==> src/rtl/rv_check_pkg.sv <==
package rv_check_pkg;

    localparam int XLEN       = 32;
    localparam int REG_ADDR_W = 5;

    // RV32I major opcodes
    typedef enum logic [6:0] {
        OPC_R     = 7'b0110011,
        OPC_I     = 7'b0010011,
        OPC_IL    = 7'b0000011,
        OPC_JALR  = 7'b1100111,
        OPC_S     = 7'b0100011,
        OPC_B     = 7'b1100011,
        OPC_JAL   = 7'b1101111,
        OPC_LUI   = 7'b0110111,
        OPC_AUIPC = 7'b0010111,
        OPC_FENCE = 7'b0001111,
        OPC_E     = 7'b1110011
    } opcode_t;

    localparam logic [2:0] FN3_XORI = 3'b100;

    // Loads
    localparam logic [2:0] FN3_LB  = 3'b000;
    localparam logic [2:0] FN3_LH  = 3'b001;
    localparam logic [2:0] FN3_LW  = 3'b010;
    localparam logic [2:0] FN3_LBU = 3'b100;
    localparam logic [2:0] FN3_LHU = 3'b101;

    // Stores
    localparam logic [2:0] FN3_SB = 3'b000;
    localparam logic [2:0] FN3_SH = 3'b001;
    localparam logic [2:0] FN3_SW = 3'b010;

    // Branches
    localparam logic [2:0] FN3_BEQ  = 3'b000;
    localparam logic [2:0] FN3_BNE  = 3'b001;
    localparam logic [2:0] FN3_BLT  = 3'b100;
    localparam logic [2:0] FN3_BGE  = 3'b101;
    localparam logic [2:0] FN3_BLTU = 3'b110;
    localparam logic [2:0] FN3_BGEU = 3'b111;

    localparam logic [2:0] FN3_FENCE   = 3'b000;
    localparam logic [2:0] FN3_FENCE_I = 3'b001;

    // Selects SUB and SRA/SRAI
    localparam logic [6:0] FUNCT7_ALT = 7'b0100000;

    typedef struct packed {
        opcode_t                opcode;
        logic [REG_ADDR_W-1:0]  rd;
        logic [2:0]             funct3;
        logic [REG_ADDR_W-1:0]  rs1;
        logic [REG_ADDR_W-1:0]  rs2;
        logic [6:0]             funct7;
        logic [11:0]            imm_i;
        logic [12:0]            imm_b;
        logic [19:0]            uimm;
    } rv_dec_t;

    typedef enum logic [2:0] {
        ERR_NONE       = 3'd0,
        ERR_RESULT     = 3'd1,
        ERR_RD         = 3'd2,
        ERR_WE         = 3'd3,
        ERR_ADDR       = 3'd4,
        ERR_TARGET     = 3'd5,
        ERR_ILLEGAL_WE = 3'd6
    } err_code_t;

    // Status register word offsets
    localparam logic [1:0] REG_RETIRED  = 2'd0;
    localparam logic [1:0] REG_CHECKED  = 2'd1;
    localparam logic [1:0] REG_ERRORS   = 2'd2;
    localparam logic [1:0] REG_LAST_ERR = 2'd3;

endpackage

==> src/rtl/inst_decoder.sv <==
`timescale 1ns/1ns

module inst_decoder import rv_check_pkg::*; (
    input  logic [XLEN-1:0] inst_i,
    output rv_dec_t         dec_o,
    output logic            legal_o
);

    logic [9:0] funct_pair;

    // Field extraction
    assign dec_o.opcode = opcode_t'(inst_i[6:0]);
    assign dec_o.rd     = inst_i[11:7];
    assign dec_o.funct3 = inst_i[14:12];
    assign dec_o.rs1    = inst_i[19:15];
    assign dec_o.rs2    = inst_i[24:20];
    assign dec_o.funct7 = inst_i[31:25];
    assign dec_o.imm_i  = inst_i[31:20];
    assign dec_o.imm_b  = {inst_i[31], inst_i[7], inst_i[30:25], inst_i[11:8], 1'b0};
    assign dec_o.uimm   = inst_i[31:12];

    assign funct_pair = {dec_o.funct7, dec_o.funct3};

    always_comb begin
        legal_o = 1'b0;
        case (dec_o.opcode)
            OPC_LUI, OPC_AUIPC: legal_o = 1'b1;
            // J offset bit 1 sits in inst[21]
            OPC_JAL:  legal_o = (inst_i[21] == 1'b0);
            OPC_JALR: legal_o = (dec_o.funct3 == 3'b000);
            OPC_B: begin
                legal_o = (dec_o.funct3 inside {FN3_BEQ, FN3_BNE, FN3_BLT,
                                                FN3_BGE, FN3_BLTU, FN3_BGEU})
                          && (dec_o.imm_b[1] == 1'b0);
            end
            OPC_IL: begin
                legal_o = dec_o.funct3 inside {FN3_LB, FN3_LH, FN3_LW, FN3_LBU, FN3_LHU};
            end
            OPC_S: legal_o = dec_o.funct3 inside {FN3_SB, FN3_SH, FN3_SW};
            OPC_I: begin
                // Only the shifts constrain funct7
                if (dec_o.funct3 == 3'b001) begin
                    legal_o = (dec_o.funct7 == 7'b0);
                end else if (dec_o.funct3 == 3'b101) begin
                    legal_o = (dec_o.funct7 == 7'b0) || (dec_o.funct7 == FUNCT7_ALT);
                end else begin
                    legal_o = 1'b1;
                end
            end
            OPC_R: begin
                legal_o = (dec_o.funct7 == 7'b0)
                          || (funct_pair == {FUNCT7_ALT, 3'b000})
                          || (funct_pair == {FUNCT7_ALT, 3'b101});
            end
            OPC_FENCE: begin
                if (dec_o.funct3 == FN3_FENCE) begin
                    legal_o = (inst_i[31:28] == 4'b0) && (dec_o.rs1 == '0)
                              && (dec_o.rd == '0);
                end else if (dec_o.funct3 == FN3_FENCE_I) begin
                    legal_o = (dec_o.imm_i == '0) && (dec_o.rs1 == '0) && (dec_o.rd == '0);
                end
            end
            // ECALL and EBREAK differ only in bit 20
            OPC_E: legal_o = (inst_i[31:21] == '0) && (inst_i[19:7] == '0);
            default: legal_o = 1'b0;
        endcase
    end

endmodule

==> src/rtl/golden_alu.sv <==
`timescale 1ns/1ns

module golden_alu import rv_check_pkg::*; (
    input  logic                  clk,
    input  logic                  rst,
    input  logic                  valid_i,
    input  rv_dec_t               dec_i,
    input  logic                  legal_i,
    input  logic [XLEN-1:0]       pc_i,
    input  logic [XLEN-1:0]       rs1_val_i,
    input  logic [XLEN-1:0]       mem_addr_i,
    input  logic [XLEN-1:0]       mem_rdata_i,
    input  logic [XLEN-1:0]       wb_data_i,
    input  logic [REG_ADDR_W-1:0] wb_rd_i,
    input  logic                  wb_we_i,
    output logic                  checked_o,
    output logic                  err_o,
    output err_code_t             err_code_o,
    output logic [XLEN-1:0]       err_pc_o,
    output logic                  illegal_o
);

    logic            is_xori;
    logic            is_auipc;
    logic            is_lb;
    logic            is_target;
    logic [XLEN-1:0] imm_i_sx;
    logic [XLEN-1:0] lb_addr;
    logic [XLEN-1:0] lb_word;
    logic [XLEN-1:0] gold_res;
    err_code_t       code_d;

    assign is_xori   = legal_i && (dec_i.opcode == OPC_I) && (dec_i.funct3 == FN3_XORI);
    assign is_auipc  = legal_i && (dec_i.opcode == OPC_AUIPC);
    assign is_lb     = legal_i && (dec_i.opcode == OPC_IL) && (dec_i.funct3 == FN3_LB);
    assign is_target = is_xori || is_auipc || is_lb;

    assign imm_i_sx = {{(XLEN-12){dec_i.imm_i[11]}}, dec_i.imm_i};
    assign lb_addr  = rs1_val_i + imm_i_sx;
    // Byte lane picked by the golden address
    assign lb_word  = mem_rdata_i >> {lb_addr[1:0], 3'b000};

    always_comb begin
        if (is_xori) begin
            gold_res = rs1_val_i ^ imm_i_sx;
        end else if (is_auipc) begin
            gold_res = pc_i + {dec_i.uimm, 12'b0};
        end else begin
            gold_res = {{(XLEN-8){lb_word[7]}}, lb_word[7:0]};
        end
    end

    // First failing check decides the code
    always_comb begin
        code_d = ERR_NONE;
        if (!legal_i) begin
            if (wb_we_i) begin
                code_d = ERR_ILLEGAL_WE;
            end
        end else if (is_target) begin
            if (is_lb && (mem_addr_i != lb_addr)) begin
                code_d = ERR_ADDR;
            end else if (wb_data_i != gold_res) begin
                code_d = ERR_RESULT;
            end else if (wb_rd_i != dec_i.rd) begin
                code_d = ERR_RD;
            end else if (wb_we_i != (dec_i.rd != '0)) begin
                code_d = ERR_WE;
            end
        end
    end

    always_ff @(posedge clk) begin
        if (rst) begin
            checked_o <= 1'b0;
            err_o     <= 1'b0;
            illegal_o <= 1'b0;
        end else begin
            checked_o <= valid_i && is_target;
            err_o     <= valid_i && (code_d != ERR_NONE);
            illegal_o <= valid_i && !legal_i;
        end
    end

    always_ff @(posedge clk) begin
        err_code_o <= code_d;
        err_pc_o   <= pc_i;
    end

    a_err_has_code: assert property (@(posedge clk) disable iff (rst)
        err_o |-> (err_code_o != ERR_NONE));

endmodule

==> src/rtl/branch_tracker.sv <==
`timescale 1ns/1ns

module branch_tracker import rv_check_pkg::*; (
    input  logic            clk,
    input  logic            rst,
    input  logic            valid_i,
    input  rv_dec_t         dec_i,
    input  logic            legal_i,
    input  logic [XLEN-1:0] pc_i,
    input  logic [XLEN-1:0] rs1_val_i,
    input  logic [XLEN-1:0] rs2_val_i,
    output logic            err_o,
    output err_code_t       err_code_o,
    output logic [XLEN-1:0] err_pc_o,
    output logic            checked_o
);

    typedef enum logic {
        IDLE,
        PENDING
    } state_t;

    state_t          state_q;
    logic            is_blt;
    logic            taken;
    logic [XLEN-1:0] target_d;
    logic [XLEN-1:0] target_q;
    logic [XLEN-1:0] blt_pc_q;
    logic            check_now;

    assign is_blt = valid_i && legal_i && (dec_i.opcode == OPC_B) && (dec_i.funct3 == FN3_BLT);
    assign taken  = $signed(rs1_val_i) < $signed(rs2_val_i);
    assign target_d = taken ? pc_i + {{(XLEN-13){dec_i.imm_b[12]}}, dec_i.imm_b}
                            : pc_i + XLEN'(4);

    // Next retired beat after a BLT
    assign check_now = (state_q == PENDING) && valid_i;

    always_ff @(posedge clk) begin
        if (rst) begin
            state_q <= IDLE;
        end else if (is_blt) begin
            // Back-to-back BLT keeps the tracker armed
            state_q <= PENDING;
        end else if (check_now) begin
            state_q <= IDLE;
        end
    end

    always_ff @(posedge clk) begin
        if (rst) begin
            err_o     <= 1'b0;
            checked_o <= 1'b0;
        end else begin
            err_o     <= check_now && (pc_i != target_q);
            checked_o <= check_now;
        end
    end

    always_ff @(posedge clk) begin
        if (is_blt) begin
            target_q <= target_d;
            blt_pc_q <= pc_i;
        end
        err_code_o <= ERR_TARGET;
        err_pc_o   <= blt_pc_q;
    end

    a_check_after_pending: assert property (@(posedge clk) disable iff (rst)
        checked_o |-> $past(state_q == PENDING));

endmodule

==> src/rtl/check_counter.sv <==
`timescale 1ns/1ns

module check_counter #(
    parameter int CNT_W = 32
) (
    input  logic             clk,
    input  logic             rst,
    input  logic             clear_i,
    input  logic             retired_i,
    input  logic             checked_i,
    input  logic             error_i,
    output logic [CNT_W-1:0] retired_cnt_o,
    output logic [CNT_W-1:0] checked_cnt_o,
    output logic [CNT_W-1:0] error_cnt_o
);

    localparam int NUM_CNT = 3;

    logic [NUM_CNT-1:0] inc;
    logic [CNT_W-1:0]   cnt_q [NUM_CNT];

    // Index 0 retired, 1 checked, 2 errors
    assign inc = {error_i, checked_i, retired_i};

    always_ff @(posedge clk) begin
        for (int i = 0; i < NUM_CNT; i++) begin
            if (rst) begin
                cnt_q[i] <= '0;
            end else if (clear_i) begin
                cnt_q[i] <= '0;
            end else if (inc[i] && (cnt_q[i] != {CNT_W{1'b1}})) begin
                // Saturates at all ones
                cnt_q[i] <= cnt_q[i] + 1'b1;
            end
        end
    end

    assign retired_cnt_o = cnt_q[0];
    assign checked_cnt_o = cnt_q[1];
    assign error_cnt_o   = cnt_q[2];

    // Every error strobe lines up with a retired strobe at the top level
    a_errors_le_retired: assert property (@(posedge clk) disable iff (rst)
        error_cnt_o <= retired_cnt_o);

endmodule

==> src/rtl/wb_status_regs.sv <==
`timescale 1ns/1ns

module wb_status_regs import rv_check_pkg::*; #(
    parameter int CNT_W = 32
) (
    input  logic             clk,
    input  logic             rst,
    input  logic             wb_cyc_i,
    input  logic             wb_stb_i,
    input  logic             wb_we_i,
    input  logic [1:0]       wb_adr_i,
    input  logic [XLEN-1:0]  wb_dat_i,
    input  logic [CNT_W-1:0] retired_cnt_i,
    input  logic [CNT_W-1:0] checked_cnt_i,
    input  logic [CNT_W-1:0] error_cnt_i,
    input  logic             err_i,
    input  err_code_t        err_code_i,
    input  logic [XLEN-1:0]  err_pc_i,
    output logic [XLEN-1:0]  wb_dat_o,
    output logic             wb_ack_o,
    output logic             clear_o
);

    logic            req;
    logic [XLEN-1:0] last_err_q;
    logic [XLEN-1:0] rd_data;

    // New request only when no ack is pending
    assign req = wb_cyc_i && wb_stb_i && !wb_ack_o;

    always_comb begin
        case (wb_adr_i)
            REG_RETIRED: rd_data = XLEN'(retired_cnt_i);
            REG_CHECKED: rd_data = XLEN'(checked_cnt_i);
            REG_ERRORS:  rd_data = XLEN'(error_cnt_i);
            default:     rd_data = last_err_q;
        endcase
    end

    always_ff @(posedge clk) begin
        if (rst) begin
            wb_ack_o   <= 1'b0;
            clear_o    <= 1'b0;
            last_err_q <= '0;
        end else begin
            wb_ack_o <= req;
            // Any write to offset 0 clears the counters
            clear_o  <= req && wb_we_i && (wb_adr_i == REG_RETIRED);
            if (clear_o) begin
                last_err_q <= '0;
            end else if (err_i) begin
                // PC bits 31:3 above the 3-bit error code
                last_err_q <= {err_pc_i[XLEN-1:3], err_code_i};
            end
        end
    end

    always_ff @(posedge clk) begin
        if (req) begin
            wb_dat_o <= rd_data;
        end
    end

    a_ack_single: assert property (@(posedge clk) disable iff (rst)
        wb_ack_o |=> !wb_ack_o);

endmodule

==> src/rtl/rv_retire_check.sv <==
`timescale 1ns/1ns

module rv_retire_check import rv_check_pkg::*; #(
    parameter int CNT_W = 32
) (
    input  logic                  clk,
    input  logic                  rst,
    // Retire port
    input  logic                  ret_valid_i,
    input  logic [XLEN-1:0]       ret_inst_i,
    input  logic [XLEN-1:0]       ret_pc_i,
    input  logic [XLEN-1:0]       ret_rs1_val_i,
    input  logic [XLEN-1:0]       ret_rs2_val_i,
    input  logic [XLEN-1:0]       ret_mem_addr_i,
    input  logic [XLEN-1:0]       ret_mem_rdata_i,
    input  logic [XLEN-1:0]       ret_wb_data_i,
    input  logic [REG_ADDR_W-1:0] ret_wb_rd_i,
    input  logic                  ret_wb_we_i,
    // Wishbone status port
    input  logic                  wb_cyc_i,
    input  logic                  wb_stb_i,
    input  logic                  wb_we_i,
    input  logic [1:0]            wb_adr_i,
    input  logic [XLEN-1:0]       wb_dat_i,
    output logic [XLEN-1:0]       wb_dat_o,
    output logic                  wb_ack_o,
    output logic                  chk_err_o,
    output logic                  chk_illegal_o
);

    rv_dec_t          dec;
    logic             legal;
    logic             alu_checked;
    logic             alu_err;
    err_code_t        alu_code;
    logic [XLEN-1:0]  alu_pc;
    logic             br_checked;
    logic             br_err;
    err_code_t        br_code;
    logic [XLEN-1:0]  br_pc;
    err_code_t        err_code;
    logic [XLEN-1:0]  err_pc;
    logic             retired_q;
    logic             clear;
    logic [CNT_W-1:0] retired_cnt;
    logic [CNT_W-1:0] checked_cnt;
    logic [CNT_W-1:0] error_cnt;

    inst_decoder u_dec (
        .inst_i  (ret_inst_i),
        .dec_o   (dec),
        .legal_o (legal)
    );

    golden_alu u_alu (
        .clk(clk), .rst(rst), .valid_i(ret_valid_i), .dec_i(dec), .legal_i(legal),
        .pc_i(ret_pc_i), .rs1_val_i(ret_rs1_val_i), .mem_addr_i(ret_mem_addr_i),
        .mem_rdata_i(ret_mem_rdata_i), .wb_data_i(ret_wb_data_i), .wb_rd_i(ret_wb_rd_i),
        .wb_we_i(ret_wb_we_i), .checked_o(alu_checked), .err_o(alu_err),
        .err_code_o(alu_code), .err_pc_o(alu_pc), .illegal_o(chk_illegal_o)
    );

    branch_tracker u_br (
        .clk(clk), .rst(rst), .valid_i(ret_valid_i), .dec_i(dec), .legal_i(legal),
        .pc_i(ret_pc_i), .rs1_val_i(ret_rs1_val_i), .rs2_val_i(ret_rs2_val_i),
        .err_o(br_err), .err_code_o(br_code), .err_pc_o(br_pc), .checked_o(br_checked)
    );

    // Tracker reports an older beat, so it wins
    assign chk_err_o = alu_err || br_err;
    assign err_code  = br_err ? br_code : alu_code;
    assign err_pc    = br_err ? br_pc : alu_pc;

    // Align retire strobe with the registered check strobes
    always_ff @(posedge clk) begin
        if (rst) begin
            retired_q <= 1'b0;
        end else begin
            retired_q <= ret_valid_i;
        end
    end

    check_counter #(.CNT_W(CNT_W)) u_cnt (
        .clk(clk), .rst(rst), .clear_i(clear), .retired_i(retired_q),
        .checked_i(alu_checked || br_checked), .error_i(chk_err_o),
        .retired_cnt_o(retired_cnt), .checked_cnt_o(checked_cnt), .error_cnt_o(error_cnt)
    );

    wb_status_regs #(.CNT_W(CNT_W)) u_wb (
        .clk(clk), .rst(rst), .wb_cyc_i(wb_cyc_i), .wb_stb_i(wb_stb_i), .wb_we_i(wb_we_i),
        .wb_adr_i(wb_adr_i), .wb_dat_i(wb_dat_i), .retired_cnt_i(retired_cnt),
        .checked_cnt_i(checked_cnt), .error_cnt_i(error_cnt), .err_i(chk_err_o),
        .err_code_i(err_code), .err_pc_i(err_pc), .wb_dat_o(wb_dat_o), .wb_ack_o(wb_ack_o),
        .clear_o(clear)
    );

endmodule

==> config.mk <==
export PLATFORM = sky130hd
export DESIGN_NAME = rv_retire_check
export DESIGN_NICKNAME = d
export VERILOG_FILES = /design/src/rtl/rv_check_pkg.sv /design/src/rtl/inst_decoder.sv /design/src/rtl/golden_alu.sv /design/src/rtl/branch_tracker.sv /design/src/rtl/check_counter.sv /design/src/rtl/wb_status_regs.sv /design/src/rtl/rv_retire_check.sv
export SDC_FILE = /design/constraint.sdc
export NUM_CORES = 1
export LEC_CHECK = 0
export ABC_AREA = 1
export CAP_MARGIN = 20
export CORE_MARGIN = 3
export CORE_UTILIZATION = 45
export CTS_CLUSTER_DIAMETER = 50
export DETAILED_ROUTE_END_ITERATION = 6
export DONT_BUFFER_PORTS = 1
export SLEW_MARGIN = 20
export SYNTH_ARGS = -nofsm -noshare
export SYNTH_HDL_FRONTEND = slang
export SYNTH_SLANG_ARGS = --single-unit
==> constraint.sdc <==
create_clock -name clk -period 5.7 [get_ports clk]
set_input_delay 0.57 -clock clk [delete_from_list [all_inputs] [get_ports clk]]
set_output_delay 0.57 -clock clk [all_outputs]
set_load 0.1 [all_outputs]
==> metrics, run 1 <==
EDFF count, synth approximately 190; Slew @ Worst Pin approximately 1.0 ns; final setup fails 0; CTS Buf Count 35; Post-Synth Simple-Gate Area 33.12%; worst-skew pair later-pin latency about 0.52 ns; Crit Path Category primary input to flip-flop; Lkg Pwr 10.14 nW; Final period util 65.80%; # hold bufs at CTS 0; antenna violations before repair 4; Setup TNS 0 ns; Max clock buf depth 3; DRT iter0 DRCs roughly 1300; Worst Path Required 6.11 ns; vias in the first global route 18920; Synth Flop Type edfxtp_1; max cap viols 0; residual DRC count 0; Initial DRT Pass Iterations 5; layout cell share with drive strength beyond 1 roughly 4.2%; Synth cell types just over 50; minimum clock period between 3 and 4 ns; Post-CTS Repair Setup Buffers 0; fin util about half; Via Count just under 20000; Crit Path Max Fanout 25; asr flop ratio synth 0%; routability cong. 1.013; main combinational cell family by area after synthesis simple AND/OR/NAND/NOR gates; post-synthesis average cell area 7.206 um2; sequential-to-total area share from yosys stat between 30% and 40%; top-area cell type share of the netlist area 26.90%; clk root buf clkbuf_16; crit path capture type flip-flop; area leader, netlist edfxtp_1; Die Ht about 220 um; Clock power frac 36.8%; Comb power frac 20.3%; final hold vios 0; max_slew headroom 31.81%; Area Growth Syn to Fin 8.361%; Post-Syn Nets roughly 3300; internal power 0.003973 W; Yosys warnings 0; HP Class primary input to flip-flop; RSZ-0062 raised after global routing false; boundary pin count 305; Min Hold Slack 0.07590 ns; Slew Viols, Final 0; largest net degree at the start of global routing 63; complex-gate fraction of the synthesized area under 10%; largest cells by area after synthesis edfxtp_1 27%, nand2_1 14%, dfxtp_1 9.7%; Via density between 5 and 6; ANT nets after route 0; dpl hpwl between 50000 and 60000 um; # H-tree levels 2; PwrDens between 200 and 300 nW/um2; CP startpoint kind primary input; mux contribution to synthesized area 0%; number of synthesized register bits just under 300; worst path arrival time around 4.2 ns; GR Overflow Total 0; status finished, final reports clean; Post-Synth XOR/XNOR Area 6.558%; post-CTS sizing 0; Syn Inst Count 2928; post-DR wirelength/cell between 15 and 20 um; Netlist Area Pre-Place between 20000 and 25000 um2; switch share ~31%; nets about 3300; # port buffers 0; clock tree sinks a little under 300; GRT Util Overall 27.51%; starting density of the core 46.00%; Routed WL approximately 70000 um; die width around 220 um; Post-synth top cells 808 x nand2_1, 383 x inv_1, 276 x nor2_1, 194 x nand3_1, 189 x edfxtp_1; adder-cell area share of the yosys netlist just over 7%; Core Region 45870 um2; Core Rows 78; Net Switching roughly 0.0018 W; clk slew on worst S/H paths 0.06 ns; Peak VDD IR approximately 0.28 mV; first-pass GRT wire length 106700 um; max frequency 266.6 MHz; die area ~50000 um2; CTS tree yes; count leader, synth nand2_1; reg2reg setup slack about 2.2 ns; Flop pwr share 42.9%; Clock Skews about 0.014 ns
[routing by layer]
| layer | wire [um] | track usage, % |
|---|---|---|
| met1 | 27460 | 31.47 |
| met2 | 34770 | 49.34 |
| met3 | 5348 | 7.108 |
| met4 | 2735 | 10.13 |
| met5 | 20 | 0 |
[path summary, 6_finish.rpt]
path / start / to / depth (start not counted)
hold reg to reg: u_br.blt_pc_q[5]$_DFFE_PP_ / u_br.err_pc_o[5]$_DFF_P_ / 0
setup reg to reg: u_cnt.cnt_q[2][0]$_SDFFCE_PN0P_ / u_cnt.cnt_q[2][29]$_SDFFCE_PN0P_ / 16
hold / removal: ret_pc_i[30] / u_alu.err_pc_o[30]$_DFF_P_ / 0
setup / recovery: ret_inst_i[20] / u_alu.err_o$_SDFF_PP0_ / 21
[power groups by stage]
| stage | logic [W] | registers (W) | clock network [W] |
|---|---|---|---|
| after floorplan | 0.000876 | 0.00251 | 0 |
| after global placement | 0.00115 | 0.00252 | 0 |
| after detailed placement | 0.00117 | 0.00252 | 0 |
| after CTS | 0.00117 | 0.00248 | 0.00216 |
| after global routing | 0.00133 | 0.00249 | 0.00225 |
| final | 0.00117 | 0.00248 | 0.00212 |
[flip-flops by register name, indices dropped and copies added, names as in the netlist, 3 cells and up]
name and cells:
u_cnt.cnt_q 96, u_br.err_pc_o 29, u_alu.err_code_o 3, u_alu.err_pc_o 29
u_wb.wb_dat_o 32, u_br.target_q 31, u_wb.last_err_q 32, u_br.blt_pc_q 30
[cells by family (layout without fill, tap and decap cells)]
family | after synthesis | count (layout)
other | 0 | 1
adder cells (fa/ha/maj) | 118 | 118
XOR/XNOR | 158 | 158
AO/OA/AOI/OAI | 326 | 326
AND/OR/NAND/NOR | 1589 | 1589
buffers and inverters | 446 | 468
flip-flops | 291 | 291
[cells in the final DEF, fill, tap and decap left out, drive strengths merged, types with 5 or more instances in the layout]
cell type and count:
nor4 32, nor2 282, a31oi 8, nand3b 25, edfxtp 189, a21oi 137, buf 18, nor3b 27
a211oi 6, ha 115, nor3 143, nand2 809, or2 25, o21bai 5, nand3 195, inv 391
o211ai 5, dfxtp 102, o22ai 14, xnor2 43, xor2 115, clkbuf 43, clkinv 14, o2111ai 18
nand4 43, o21ai 121
[final cells by class]
type	count	area, um2
clock buffers	43	927.1
diodes	1	2.502
clock inverters	19	171.4
fillers	4553	23000
inverters	388	1456
repair buffers	18	135.1
multi-input cells	2191	11700
well taps	600	750.7
flip-flops and latches	291	7717
[metrics by stage]
| step | instance area (um2) | cells | setup slack (ns) | power, W |
|---|---|---|---|---|
| 6_report | 22860 | 3551 | 1.949 | 0.005775 |
| 5_1_grt | 22860 | 3550 | 1.633 | 0.006070 |
| 4_1_cts | 22860 | 3550 | 1.992 | 0.005813 |
| 3_5_place_dp | 21760 | 3488 | 1.457 | 0.003689 |
| 3_3_place_gp | 21760 | 3488 | 1.521 | 0.003666 |
| 2_1_floorplan | 21100 | 2928 | 1.269 | 0.003382 |
[critical path, cell delays in order]
cell,delay (ns)
ha_1,0.22
fa_1,0.73
inv_1,0.23
nand3_1,0.14
nand2_1,0.05
nand2_1,0.66
o21ai_0,0.22
nand2_1,0.13
nand2_1,0.06
nand2_1,0.05
nand3_1,0.07
nor2_1,0.10
nand2_1,0.15
nor2_1,0.13
nand3_1,0.08
nor2_1,0.19
nand3_1,0.09
nand2_1,0.09
nand3_1,0.08
nand2_1,0.06
inv_1,0.03
(Power assumes the default switching activity.)
==> run 2, diff against run 1 <==
==> constraint.sdc (replaced) <==
create_clock -name clk -period 3.3 [get_ports clk]
set_input_delay 0.33 -clock clk [delete_from_list [all_inputs] [get_ports clk]]
set_output_delay 0.33 -clock clk [all_outputs]
set_load 0.1 [all_outputs]
==> metrics, run 2 (synthesis gave the netlist of run 1 again) <==
ANT nets after route 0; final hold vios 0; Setup TNS 0 ns; DRT iter0 DRCs between 1000 and 1500; # hold bufs at CTS 38; antenna violations before repair 4; Slew @ Worst Pin about 1.1 ns; fillers 4501; GR Layer Usage met3 roughly 7.4%; post-CTS sizing 0; Max clock buf depth 3; Crit Path Max Fanout 25; minimum clock period ~2.9 ns; largest net degree at the start of global routing 63; # H-tree levels 1; GRT Util Overall a little over a quarter; worst path arrival time around 3.2 ns; most frequent cells in the layout 808 x nand2_1, 381 x inv_1, 274 x nor2_1, 194 x nand3_1, 189 x edfxtp_1; boundary pin count 305; Lkg Pwr roughly 10 nW; worst-skew pair later-pin latency around 0.56 ns; RR Startpoint u_cnt.cnt_q[0][0]$_SDFFCE_PN0P_; Die Ht 222.5 um; met2 Use GR around half; Initial DRT Pass Iterations 5; RSZ-0062 raised after global routing false; Hold Path Sink u_br.target_q[8]$_DFFE_PP_; reg2reg setup slack roughly 0.37 ns; Worst Path Required around 3.6 ns; post-DR wirelength/cell 19.36 um; Clock Skews roughly 0.022 ns; starting density of the core between 40 and 50%; residual DRC count 0; Crit Path Category flip-flop to flip-flop; Slew Viols, Final 0; hold_sp ret_pc_i[8]; Area Growth Syn to Fin 11.08%; Post-CTS Repair Setup Buffers 0; GR Overflow Total 0; PwrDens 414.9 nW/um2; final setup fails 0; layout cell share with drive strength beyond 1 under 10%; Core Region 45870 um2; CP startpoint kind flip-flop; Hold Crit Depth 2; vias in the first global route approximately 19000; routability cong. around 1.0; max frequency 341.3 MHz; die width about 220 um; dpl hpwl approximately 57000 um; Peak VDD IR approximately 0.46 mV; HP Class primary input to flip-flop; Largest regs u_cnt.cnt_q (96), u_wb.last_err_q (32), u_wb.wb_dat_o (32); die area around 50000 um2; # port buffers 0; clk slew on worst S/H paths 0.06 ns; clock tree sinks slightly below 300; Routed WL between 60000 and 70000 um; status finished, final reports clean; most common cell after layout, fill and taps aside nand2_1; Biggest register u_cnt.cnt_q; GRT met1 Usage between 30 and 40%; Core Rows 78; crit path launch u_cnt.cnt_q[0][0]$_SDFFCE_PN0P_; Crit Reg-Reg Endpoint u_cnt.cnt_q[0][29]$_SDFFCE_PN0P_; Via Count between 15000 and 20000; Via density around 5.4; max reg flops 96; CTS tree yes; max_slew headroom approximately 30%; crit path capture type flip-flop; Min Hold Slack 0.07331 ns; Final period util roughly 89%; Worst Reg-to-Reg Cells 15; Pwr Total just under 0.01 W; max cap viols 0; CTS Buf Count 29; nets 3378; first-pass GRT wire length between 100000 and 150000 um; Top Usage Layer GRT met2; clk root buf clkbuf_16
## run 2: changes by cell type in the layout (fill, tap and decap cells not counted), sizes merged
cell / delta
inv: -2
diode: +1
buf: +33
clkinv: -6
dlygate4sd3: +38
clkinvlp: -1
## run 2: layout make-up
class | count | area [um2] | share of cell area [%]
Antenna cell | 2 | 5.005 | 0.02135
Clock buffer | 43 | 880.8 | 3.758
Clock inverter | 10 | 91.34 | 0.3897
Inverter | 388 | 1456 | 6.214
Multi-Input combinational cell | 2191 | 11710 | 49.96
Sequential cell | 291 | 7717 | 32.93
Tap cell | 600 | 750.7 | 3.203
Timing Repair Buffer | 89 | 825.8 | 3.523
## run 2: how the worst max path moves through the flow
stage	to	slack, ns	depth (start not counted)
floorplan	u_br.blt_pc_q[0]$_DFFE_PP_	0.14	8
global placement	u_alu.err_o$_SDFF_PP0_	0.05	20
detailed placement	u_alu.err_o$_SDFF_PP0_	0.03	20
CTS	u_cnt.cnt_q[1][27]$_SDFFCE_PN0P_	0.39	15
global route	u_cnt.cnt_q[0][26]$_SDFFCE_PN0P_	0.04	17
finish	u_cnt.cnt_q[0][29]$_SDFFCE_PN0P_	0.37	15
## run 2: power breakdown
group | internal [W] | total (W) | switching, W
combinational | 0.000779 | 0.00211 | 0.00133
sequential | 0.00403 | 0.00428 | 0.000247
clock | 0.00193 | 0.00333 | 0.00140
total | 0.00675 | 0.00972 | 0.00297
## run 2: stage by stage
| step | area (um2) | instances | setup slack [ns] | util [%] |
|---|---|---|---|---|
| after detailed placement | 22080 | 3521 | 0.02858 | 48.14 |
| after global placement | 22080 | 3521 | 0.05263 | 48.14 |
| after global routing | 23430 | 3612 | 0.04064 | 51.09 |
| after CTS | 23430 | 3612 | 0.3943 | 51.09 |
| after floorplan | 21110 | 2928 | 0.1415 | - |
| final | 23440 | 3614 | 0.3699 | 51.10 |
## run 2: critical path, cell delays in order, from the launching register on
cell,delay [ns]
edfxtp_1,0.40
ha_1,0.18
nand2_1,0.06
nor2_1,0.09
inv_1,0.08
nor2_4,0.14
nand3_2,0.12
nor2_4,0.16
nand3_1,0.09
nor3_1,0.26
nand2_1,0.16
inv_1,0.12
nand3_1,0.08
nand3_1,0.12
nand2_1,0.28
buf_12,0.32
## run 2: per-layer routing
layer / vias up / wire [um]
met4: 4 / 3043
met2: 625 / 34750
met3: 137 / 5498
met5: - / 27
li1: 9847 / -
met1: 9010 / 26670
==> run 3, diff against run 2 <==
--- a/config.mk
+++ b/config.mk
@@ -5,7 +5,6 @@
 export SDC_FILE = /design/constraint.sdc
 export NUM_CORES = 1
 export LEC_CHECK = 0
-export ABC_AREA = 1
 export CAP_MARGIN = 20
 export CORE_MARGIN = 3
 export CORE_UTILIZATION = 45
==> metrics, run 3 <==
status finished, final reports clean; Critical path buffers and inverters 1; register area between 7000 and 8000 um2; most frequent cells in the layout 265 x nor2_1, 207 x buf_4, 189 x edfxtp_1, 159 x xnor2_1, 152 x nand2_1; post-synthesis average cell area ~9.6 um2; Top cell by count, worst path a21oi_1; worst-skew pair later-pin latency approximately 0.52 ns; starting density of the core 45.81%; Via Count roughly 16000; crit path capture type flip-flop; fillers ~3800; Initial DRT Pass Iterations 5; Core Rows 75; max cap viols 0; Post-synth top cells 267 x nor2_1, 189 x edfxtp_1, 160 x xnor2_1, 153 x nand2_1, 141 x a21oi_1; count leader, synth nor2_1; post-DR wirelength/cell 23.39 um; most common cell after layout, fill and taps aside nor2_1; asr flop ratio synth 0%; CP Cell Sequence ha_1 -> a21oi_1 -> o21ai_0 -> o311ai_0 -> a2111oi_1 -> nand4_1 -> nor4b_2 -> o2111ai_1 -> nor2_2 -> a41oi_2 -> buf_4 -> nor3_1 -> a21oi_1; nets 2616; Max clock buf depth 3; Synth cell types between 70 and 80; HP Class primary input to flip-flop; hold_sp ret_pc_i[1]; Syn Inst Count 2012; clock tree sinks roughly 290; Routed WL ~65000 um; Slew Viols, Final 0; # port buffers 0; minimum clock period about 3.2 ns; Worst Path Required 3.67 ns; EDFF count, synth 189; Synth Flop Type edfxtp_1; Core Region between 40000 and 50000 um2; max reg flops 96; CTS tree yes; Net Switching just under 0.003 W; first-pass GRT wire length roughly 100000 um; largest net degree at the start of global routing 63; Flop pwr share between 40 and 50%; RSZ-0062 raised after global routing true; internal power around 0.0075 W; slowest CP cell o21ai_0; Netlist Area Pre-Place approximately 19000 um2; Crit Path Category primary input to flip-flop; Comb power frac a little over a fifth; final setup fails 0; final hold vios 0; Largest stage delay, worst path roughly 0.67 ns; antenna violations before repair 5; Clock power frac between 30% and 40%; max_slew headroom about 27%; Crit Reg-Reg Endpoint u_cnt.cnt_q[2][4]$_SDFFCE_PN0P_; sequential-to-total area share from yosys stat 39.89%; Yosys warnings 0; layout cell share with drive strength beyond 1 15.71%; Area Growth Syn to Fin 19.60%; clk root buf clkbuf_16; Post-Syn Nets between 2000 and 2500; Peak VDD IR between 0.3 and 0.4 mV; routability cong. ~1; Lkg Pwr 9.047 nW; die area 45520 um2; placed cell count 2696; Clock Skews 0.02523 ns; top-area cell type share of the netlist area between 20% and 30%; Crit Path Max Fanout between 40 and 50; PwrDens approximately 450 nW/um2; Setup TNS 0 ns; Via density between 5 and 6; residual DRC count 0; Hold Crit Depth 1; GRT Util Overall between 20% and 30%; DRT iter0 DRCs 1225; Final period util between 90% and 100%; largest cells by area after synthesis edfxtp_1 29%, dfxtp_1 11%, ha_1 7.4%; Post-CTS Repair Setup Buffers 0; RR Startpoint u_cnt.cnt_q[2][0]$_SDFFCE_PN0P_; # H-tree levels 2; switch share between 20 and 30%; area leader, netlist edfxtp_1; clk slew on worst S/H paths 0.06 ns; vias in the first global route roughly 16000; Hold Path Sink u_br.target_q[1]$_DFFE_PP_; family with the most delay on the worst path compound AO/OA/AOI/OAI gates; boundary pin count a little over 300; GR Overflow Total 0; Final Non-Filler Cells approximately 2800; CP startpoint kind primary input; ANT nets after route 0; Die Ht between 200 and 250 um; CTS Buf Count 34; Worst Reg-to-Reg Cells 11; worst path arrival time 3.55 ns; dpl hpwl roughly 52000 um; max frequency around 320 MHz; Slew @ Worst Pin about 1.1 ns; number of synthesized register bits 291; Biggest register u_cnt.cnt_q; multi-input logic area 11300 um2; reg2reg setup slack ~0.44 ns; die width 213.3 um; Largest regs u_cnt.cnt_q (96), u_wb.last_err_q (32), u_wb.wb_dat_o (32)
## run 3: changes by cell type in the layout (fill, tap and decap cells not counted), moves of 24 or more
cell,delta
o21ai_0,-38
nand3_1,-117
nor2b_1,+24
a21o_1,+25
nand2_1,-656
buf_4,+161
mux2i_1,+48
nor3_1,-101
and3_1,+52
xnor2_1,+116
inv_1,-319
mux4_2,+40
## run 3: power groups by stage
stage | registers, W | logic (W) | clock network, W
3_5_place_dp | 0.00436 | 0.00213 | 0
3_3_place_gp | 0.00436 | 0.00210 | 0
6_report | 0.00429 | 0.00224 | 0.00392
2_1_floorplan | 0.00432 | 0.00141 | 0
4_1_cts | 0.00428 | 0.00219 | 0.00399
5_1_grt | 0.00430 | 0.00245 | 0.00413
## run 3: layer usage
metal	vias up	track usage (%)	wire (um)
li1	7734	-	-
met1	7823	36.49	26860
met2	681	47.11	30230
met3	130	7.871	6110
met4	8	8.341	2082
met5	-	0	55
## run 3: worst max-delay path by stage
stage / startpoint / end / slack (ns) / cells past startpoint
2_1_floorplan: ret_inst_i[22] / u_br.blt_pc_q[0]$_DFFE_PP_ / -0.58 / 6
3_3_place_gp: ret_inst_i[31] / u_alu.err_o$_SDFF_PP0_ / -0.59 / 14
3_5_place_dp: ret_inst_i[31] / u_alu.err_o$_SDFF_PP0_ / -0.69 / 13
4_1_cts: ret_inst_i[20] / u_alu.err_o$_SDFF_PP0_ / 0.008 / 16
5_1_grt: ret_inst_i[22] / u_alu.err_o$_SDFF_PP0_ / -0.04 / 14
6_report: ret_inst_i[31] / u_alu.err_o$_SDFF_PP0_ / 0.13 / 13
## run 3: cell type report
class                   count  share of cell area (%)
multi-input cells        1592                   48.85
flip-flops and latches    291                   33.36
repair buffers            247                   8.663
clock buffers              44                   4.331
well taps                 539                   2.915
inverters                  62                   1.006
clock inverters            17                  0.8652
diodes                      1                 0.01081
## run 3: cells by family (layout without fill, tap and decap cells)
logic type,after synthesis,in the layout,share of synthesized area [%]
multiplexers,91,91,7.308
adder cells (fa/ha/maj),118,118,7.748
AO/OA/AOI/OAI,384,384,12.46
AND/OR/NAND/NOR,727,727,17.71
buffers and inverters,129,370,2.561
flip-flops,291,291,39.89
other,0,1,0
XOR/XNOR,272,272,12.31
## run 3: what timing repair did
item / CTS / global route
resized for setup: 4 / 23
pin swaps: 0 / 3
setup endpoints to repair: 1 / 4
hold buffers: 35 / 0
endpoints found under the hold margin: 65 / 0
## run 3: worst register-to-register path: stages, from the launching register on
cell and delay [ns]:
edfxtp_1 0.45, ha_1 0.21, and3_1 0.22, nand3_1 0.10
nor2_1 0.25, nand3_1 0.19, nor2_1 0.29, and3_1 0.24
nand3_1 0.10, nand3_1 0.12, buf_4 0.34, nor2_1 0.10
## run 3: through the flow
| step | cell area (um2) | total power (W) | utilization [%] | hold WS [ns] | setup slack (ns) |
|---|---|---|---|---|---|
| 2_1_floorplan | 19410 | 0.005729 | - | 0.3233 | -0.5822 |
| 3_3_place_gp | 21480 | 0.006457 | 50.87 | 0.3239 | -0.5938 |
| 3_5_place_dp | 21480 | 0.006487 | 50.87 | 0.3269 | -0.6882 |
| 4_1_cts | 23040 | 0.01047 | 54.57 | 0.02289 | 0.008443 |
| 5_1_grt | 23140 | 0.01088 | 54.79 | 0.02879 | -0.04101 |
| 6_report | 23140 | 0.01045 | 54.79 | 0.04705 | 0.1275 |
